File: src/common/hash2qid_pkg.sv
package hash2qid_pkg;

    // ------------------------------
    // host interfaces
    // ------------------------------

    // taken from the top entropy bits
    localparam int HOST_IF_WID = 2;
    localparam int NUM_HOST_IF = 2 ** HOST_IF_WID;

    typedef enum logic [HOST_IF_WID-1:0] {
        HOST_PF  = 2'd0,
        HOST_VF0 = 2'd1,
        HOST_VF1 = 2'd2,
        HOST_VF2 = 2'd3
    } host_if_e;

    // ------------------------------
    // queue tables
    // ------------------------------

    localparam int QID_WID       = 12;
    localparam int TABLE_DEPTH   = 128;
    localparam int TABLE_IDX_WID = $clog2(TABLE_DEPTH);

    // ------------------------------
    // register map
    // ------------------------------

    // word addresses
    localparam int REG_ADDR_WID = 10;

    // one table per 128-word window
    localparam logic [REG_ADDR_WID-1:0] PF_TABLE_BASE  = 10'h000;
    localparam logic [REG_ADDR_WID-1:0] VF0_TABLE_BASE = 10'h080;
    localparam logic [REG_ADDR_WID-1:0] VF1_TABLE_BASE = 10'h100;
    localparam logic [REG_ADDR_WID-1:0] VF2_TABLE_BASE = 10'h180;

    // base registers, one per interface in host_if_e order
    localparam logic [REG_ADDR_WID-1:0] Q_BASE_ADDR = 10'h200;

endpackage

File: src/common/stream_pkg.sv
package stream_pkg;

    // ------------------------------
    // packet stream widths
    // ------------------------------

    // bytes carried per beat
    localparam int DATA_BYTE_WID = 8;

    // tdata is one byte lane per tkeep bit
    localparam int DATA_WID = DATA_BYTE_WID * 8;
    localparam int KEEP_WID = DATA_BYTE_WID;

    // sideband fields
    localparam int TID_WID   = 4;
    localparam int TDEST_WID = 4;

    // ------------------------------
    // per-beat metadata
    // ------------------------------

    // rss entropy field, replaced by the queue id on output
    localparam int ENTROPY_WID = 12;

    // ------------------------------
    // pass-through payload
    // ------------------------------

    // fields that travel untouched through the pipeline,
    // packed as {tdata, tkeep, tlast, tid, tdest}
    localparam int PASS_WID = DATA_WID
                            + KEEP_WID
                            + 1
                            + TID_WID
                            + TDEST_WID;

endpackage
File: src/hash2qid/hash2qid_lookup.sv
module hash2qid_lookup (
    input  logic                                  core_clk,
    input  logic                                  reset,

    // input stream
    input  logic                                  in_tvalid,
    output logic                                  in_tready,
    input  logic [stream_pkg::DATA_WID-1:0]       in_tdata,
    input  logic [stream_pkg::KEEP_WID-1:0]       in_tkeep,
    input  logic                                  in_tlast,
    input  logic [stream_pkg::TID_WID-1:0]        in_tid,
    input  logic [stream_pkg::TDEST_WID-1:0]      in_tdest,
    input  logic                                  in_rss_enable,
    input  logic [stream_pkg::ENTROPY_WID-1:0]    in_rss_entropy,

    // output stream
    output logic                                  out_tvalid,
    input  logic                                  out_tready,
    output logic [stream_pkg::DATA_WID-1:0]       out_tdata,
    output logic [stream_pkg::KEEP_WID-1:0]       out_tkeep,
    output logic                                  out_tlast,
    output logic [stream_pkg::TID_WID-1:0]        out_tid,
    output logic [stream_pkg::TDEST_WID-1:0]      out_tdest,
    output logic                                  out_rss_enable,
    output logic [stream_pkg::ENTROPY_WID-1:0]    out_rss_entropy,

    // table interface
    output logic [hash2qid_pkg::TABLE_IDX_WID-1:0] tbl_idx,
    input  logic [hash2qid_pkg::QID_WID-1:0]       pf_qid,
    input  logic [hash2qid_pkg::QID_WID-1:0]       vf0_qid,
    input  logic [hash2qid_pkg::QID_WID-1:0]       vf1_qid,
    input  logic [hash2qid_pkg::QID_WID-1:0]       vf2_qid,
    input  logic [hash2qid_pkg::QID_WID-1:0]       base_pf,
    input  logic [hash2qid_pkg::QID_WID-1:0]       base_vf0,
    input  logic [hash2qid_pkg::QID_WID-1:0]       base_vf1,
    input  logic [hash2qid_pkg::QID_WID-1:0]       base_vf2
);

    // whole pipeline moves together
    logic adv;

    // payload that passes through untouched
    logic [stream_pkg::PASS_WID-1:0] in_pass;

    // stage 1
    logic                             s1_valid;
    logic [stream_pkg::PASS_WID-1:0]  s1_pass;
    logic                             s1_rss_enable;
    hash2qid_pkg::host_if_e           s1_host_if;
    logic [hash2qid_pkg::QID_WID-1:0] s1_pf_qid;
    logic [hash2qid_pkg::QID_WID-1:0] s1_vf0_qid;
    logic [hash2qid_pkg::QID_WID-1:0] s1_vf1_qid;
    logic [hash2qid_pkg::QID_WID-1:0] s1_vf2_qid;

    // stage 2
    logic                             s2_valid;
    logic [stream_pkg::PASS_WID-1:0]  s2_pass;
    logic [hash2qid_pkg::QID_WID-1:0] s2_qid;
    logic [hash2qid_pkg::QID_WID-1:0] s2_base;

    // stage 3
    logic                             s3_valid;
    logic [stream_pkg::PASS_WID-1:0]  s3_pass;
    logic [hash2qid_pkg::QID_WID-1:0] s3_sum;

    // ------------------------------
    // flow control
    // ------------------------------

    // advance when the last stage is empty or drains,
    // bubbles move along with the beats
    assign adv       = !s3_valid || out_tready;
    assign in_tready = adv;

    assign in_pass = {in_tdata, in_tkeep, in_tlast, in_tid, in_tdest};

    always_ff @(posedge core_clk) begin
        if (reset) begin
            s1_valid <= 1'b0;
            s2_valid <= 1'b0;
            s3_valid <= 1'b0;
        end else if (adv) begin
            s1_valid <= in_tvalid;
            s2_valid <= s1_valid;
            s3_valid <= s2_valid;
        end
    end

    // ------------------------------
    // stage 1, table read
    // ------------------------------

    // low entropy bits index all four tables
    assign tbl_idx = in_rss_entropy[hash2qid_pkg::TABLE_IDX_WID-1:0];

    always_ff @(posedge core_clk) begin
        if (adv) begin
            s1_pass       <= in_pass;
            s1_rss_enable <= in_rss_enable;
            s1_host_if    <= hash2qid_pkg::host_if_e'(
                in_rss_entropy[stream_pkg::ENTROPY_WID-1 -: hash2qid_pkg::HOST_IF_WID]);
            s1_pf_qid     <= pf_qid;
            s1_vf0_qid    <= vf0_qid;
            s1_vf1_qid    <= vf1_qid;
            s1_vf2_qid    <= vf2_qid;
        end
    end

    // ------------------------------
    // stage 2, select by interface
    // ------------------------------

    always_ff @(posedge core_clk) begin
        if (adv) begin
            s2_pass <= s1_pass;

            // rss disabled maps to the base alone
            if (!s1_rss_enable) begin
                s2_qid <= '0;
            end else begin
                case (s1_host_if)
                    hash2qid_pkg::HOST_PF:  s2_qid <= s1_pf_qid;
                    hash2qid_pkg::HOST_VF0: s2_qid <= s1_vf0_qid;
                    hash2qid_pkg::HOST_VF1: s2_qid <= s1_vf1_qid;
                    default:                s2_qid <= s1_vf2_qid;
                endcase
            end

            case (s1_host_if)
                hash2qid_pkg::HOST_PF:  s2_base <= base_pf;
                hash2qid_pkg::HOST_VF0: s2_base <= base_vf0;
                hash2qid_pkg::HOST_VF1: s2_base <= base_vf1;
                default:                s2_base <= base_vf2;
            endcase
        end
    end

    // ------------------------------
    // stage 3, base offset
    // ------------------------------

    // wraps modulo 4096
    always_ff @(posedge core_clk) begin
        if (adv) begin
            s3_pass <= s2_pass;
            s3_sum  <= s2_qid + s2_base;
        end
    end

    // ------------------------------
    // output
    // ------------------------------

    assign out_tvalid = s3_valid;
    assign {out_tdata, out_tkeep, out_tlast, out_tid, out_tdest} = s3_pass;

    // entropy now carries the queue id
    assign out_rss_enable  = 1'b1;
    assign out_rss_entropy = s3_sum;

endmodule

File: config.mk
export PLATFORM = sky130hd
export DESIGN_NAME = hash2qid_lookup
export DESIGN_NICKNAME = d
export VERILOG_FILES = /design/src/common/hash2qid_pkg.sv /design/src/common/stream_pkg.sv /design/src/hash2qid/hash2qid_lookup.sv
export SDC_FILE = /design/constraint.sdc
export NUM_CORES = 1
export LEC_CHECK = 0
export BUFFER_PORTS_ARGS = -buffer_cell sky130_fd_sc_hd__buf_2
export CAP_MARGIN = 25
export CORE_AREA = 2 2 161 163
export DETAILED_ROUTE_END_ITERATION = 8
export DIE_AREA = 0 0 163 165
export GPL_ROUTABILITY_DRIVEN = 1
export HOLD_SLACK_MARGIN = 0.06
export PLACE_DENSITY_LB_ADDON = 0.2
export SLEW_MARGIN = 25
export SYNTH_ARGS = -nofsm -noshare
export SYNTH_HDL_FRONTEND = slang
export SYNTH_SLANG_ARGS = --single-unit
File: constraint.sdc
create_clock -name core_clk -period 20.6 [get_ports core_clk]
set_input_delay 4.12 -clock core_clk [delete_from_list [all_inputs] [get_ports core_clk]]
set_output_delay 4.12 -clock core_clk [all_outputs]
set_load 0.01 [all_outputs]
* Word-level counts from Yosys, hierarchy flattened
Index checks and enable logic that the tools add are counted.
Widths: inputs -> output; s select.
** Word-level totals
- Bits in writable memories :: 0
- Bits in latches :: 0
- Flip-flop bits (word level) :: 333
- Word-level logic and storage cells :: 23
- ROM bits :: 0
- Memories :: 0
- Output and inout bits :: 103
** Cells by class
- Shift operators :: 0
- Multiplexer cells :: 2
- Order comparisons :: 0
- Add/sub/neg operators :: 1
- Eq/ne operators :: 2
- Bitwise operators :: 0
- Multiply operators :: 0
- Reduce and logical (&&, ||, !) cells :: 3
- Divide/modulo/power cells :: 0
** Operators with widths (count)
- $pmux 12 s3 :: 2
- $add 12x12->12 :: 1
- $eq 2x1->1 const B :: 1
- $eq 2x2->1 const B :: 1
- $logic_not 2->1 :: 1
- $logic_not 1->1 :: 1
- $logic_or 1x1->1 :: 1

* Depth between registers and ports, before layout
- Depth after elaboration :: 2
- Depth in mapped cells :: 7

* Worst setup path before layout
No wires, ideal clock.
- Path kind :: input port to output port
- Start point :: in out_tready
- End point :: out in_tready
- Cell stages on the path :: 1
- Arrival :: 12.156 ns
- Slack :: 4.324 ns
- Cells stage by stage :: nand2b_1
** On the way
- Word-level cells in the longest chain between the ends :: 1
** Ends and longest elaborated chain
- start, declared :: RTL line hash2qid_lookup.sv:18 : input logic out_tready,
- $logic_or 1x1->1 :: RTL line hash2qid_lookup.sv:72 : assign adv = !s3_valid || out_tready;
- end, declared :: RTL line hash2qid_lookup.sv:7 : output logic in_tready,
Every way passes these cells.

* Worst setup path in the final report
Ends and elaborated chain as after synthesis.

==> flow_summary.yaml <==
clocking:
  post_cts_buffers: 0
  cts.path.max_buffers: 3
  path_clk_slew_ns: 0.05
  clk_latency_ns: 0.50
  cts_made_buffers: 35
  ctsHoldBuffers: 0
  htree_num_levels: 2
  cts_sinks: 333
  cts_tree: "yes"
  clockRootBuffer: "clkbuf_16"
  ctsResizeCount: 0
die:
  dieArea_um2: 26900
  die_h_um: 165
  core-area_um2: 25000
  num_io_pins: 297
  start_util: 0.448
  rows: 58
  die_w_um: 163
detailed_routing:
  detail_route.iter0.violations: 306
  viasPerCell: 4.69
  dr.pass1.iters: 4
  drc: 0
  wl_um: 19200
  num_vias: 5214
  ant_nets: 0
  wl_per_cell_um: 17.3
worst_setup_path:
  r2r_end: "out_rss_entropy[8]$_DFFE_PP_"
  cp.required_ns: 16.48
  reg2reg_setup_slack_ns: 18.10
  path_class: "in -> out"
  worstPathArrival_ns: 5.10
  setup.worst_path.start_class: "input port"
  rr_startpoint: "s2_qid[0]$_SDFFCE_PN0P_"
  cp_max_fo: 59
  endpoint_kind: "output pin"
  rr_worst_depth: 7
timing:
  maxSlewViolCount: 0
  fmax_mhz: 108
  relSlewSlack: 0.369
  tightest_slew_ns: 0.947
  finalSetupViolations: 0
  fin_crit_sh: 0.448
  hold_viol: 0
  skew_ns: 0.0173
  fin_crit_ns: 9.22
  setup_tns_ns: 0
  rsz0062_at_grt: "false"
global_route:
  grt_overflow: 0
  first_global_vias: 5319
  grt_usage: 0.140
  antenna_found_initial: 5
  grt_first_pass_wirelength_um: 28100
  grt_max_degree: 199
synth:
  syn_nets: 657
  synth_cell_type_count: 35
  seq_area_frac_synth: 0.888
  ys.flop_type: "edfxtp_1"
  yosysWarningCount: 0
  syn-instance-count: 451
  ys_seq_elements: 333
  postSynth.asyncResetShare: 0
  syn_avg_cell_area_um2: 24.9
  synth-edff-count: 330
  netlist_area_um2: 11200
placed_design:
  numPortBuffers: 278
  dp_hpwl_um: 12900
  gp_congestion: 0.780
  dp.cells: 1047
pwr:
  peakVddDrop_uv: 84.5
  p_leak_uw: 0.00563
  power.density_nw_per_um2: 108
  p_total_uw: 1530
hold_path:
  hold_path.startpoint: "s2_pass[19]$_DFFE_PP_"
  hold_path_depth: 0
  hold_end: "s3_pass[19]$_DFFE_PP_"
  min_path_type: "reg -> reg"
finish:
  nets: 961
  final_layout_size_suffix_gt1_frac: 0.458
  stdcell_count: 1111
  area_growth_pct: 25.8
  n_fill_cell: 1926
job:
  maxCapViolCount: 0
outcome:
  status: "completed"
[how the worst max path moves through the flow]
stage | depth (start not counted) | startpoint | to | slack [ns]
floorplan | 1 | out_tready | in_tready | 4.32
global placement | 3 | out_tready | in_tready | 11.37
detailed placement | 3 | out_tready | in_tready | 11.33
CTS | 3 | out_tready | in_tready | 11.33
global route | 3 | out_tready | in_tready | 11.27
finish | 3 | out_tready | in_tready | 11.38
[where the power goes]
group / total, uW / internal [uW] / switching [uW]
Sequential: 824 / 809 / 15.6
Clock: 598 / 363 / 235
Combinational: 104 / 51.0 / 53.4
[state kept, by name, indices dropped and copies added, names as in the netlist]
signal,count
s1_pass,81
s2_pass,81
s3_pass,81
out_rss_entropy,12
s1_pf_qid,12
s1_vf0_qid,12
s1_vf1_qid,12
s1_vf2_qid,12
s2_base,12
s2_qid,12
s1_host_if,2
out_tvalid,1
s1_rss_enable,1
s1_valid,1
s2_valid,1
[critical path: stages]
cell	delay, ns
buf_2	0.07
nand2b_4	0.63
buf_2	0.27
[Yosys cell counts (2+ instances only)]
cell / count / area [um^2]
o21ai_0: 2 / 10.0
edfxtp_1: 330 / 9910
mux4_2: 24 / 541
a21o_1: 3 / 22.5
buf_2: 3 / 15.0
xor2_1: 4 / 35.0
xnor2_1: 7 / 61.3
nand4_1: 3 / 18.8
dfxtp_1: 3 / 60.1
nor3_1: 2 / 10.0
mux2i_1: 2 / 20.0
clkbuf_1: 4 / 15.0
buf_4: 8 / 60.1
ha_1: 11 / 138
and2_1: 14 / 87.6
nor2_1: 4 / 15.0
a21oi_1: 9 / 45.0
[per-stage QoR]
step	util	hold WS [ns]	cell area (um^2)	setup WS, ns
2_1_floorplan	-	0.400	11200	4.32
3_3_place_gp	0.519	0.400	13000	11.37
3_5_place_dp	0.519	0.405	13000	11.33
4_1_cts	0.562	0.415	14100	11.33
5_1_grt	0.564	0.418	14100	11.27
6_report	0.564	0.414	14100	11.38
[routing by layer]
layer  track usage  up-vias  routed length (um)
met4        0.0507        2                 447
met2         0.228      198                9530
met3        0.0668       44                2100
met5             0        -                   7
li1              -     2442                   -
met1         0.162     2528                7110
[cell families after synthesis]
group,after synthesis,synth area share
xor+xnor,11,0.00858
buf+inv,17,0.00869
compound gates,22,0.0151
flops,333,0.888
other cells,1,0.000334
fa+ha+maj,12,0.0140
mux,26,0.0499
simple gates,29,0.0152
[layout by cell type (no fill, tap or decap), types with 2 or more instances in the layout]
| master | count |
|---|---|
| clkbuf_16 | 35 |
| mux4_2 | 24 |
| nor3_1 | 2 |
| clkinv_1 | 7 |
| nor2_1 | 4 |
| nand4_1 | 3 |
| xnor2_1 | 7 |
| xor2_1 | 4 |
| and2_1 | 14 |
| clkinv_2 | 3 |
| diode_2 | 4 |
| a21o_1 | 3 |
| clkbuf_1 | 8 |
| buf_2 | 278 |
| edfxtp_1 | 330 |
| bufinv_16 | 4 |
| o21ai_0 | 2 |
| mux2i_1 | 2 |
| buf_4 | 3 |
| ha_1 | 11 |
| a21oi_1 | 9 |
| dfxtp_1 | 3 |
[final cells by class]
cell class,count,area [um^2],area share
inverters,1,3.75,0.000266
clock inverters,16,190,0.0135
repair buffers,283,1460,0.104
multi-input cells,101,1160,0.0825
flip-flops and latches,333,9970,0.706
clock buffers,43,906,0.0642
well taps,330,413,0.0292
diodes,4,10.0,0.000709
(Power assumes the default switching activity.)
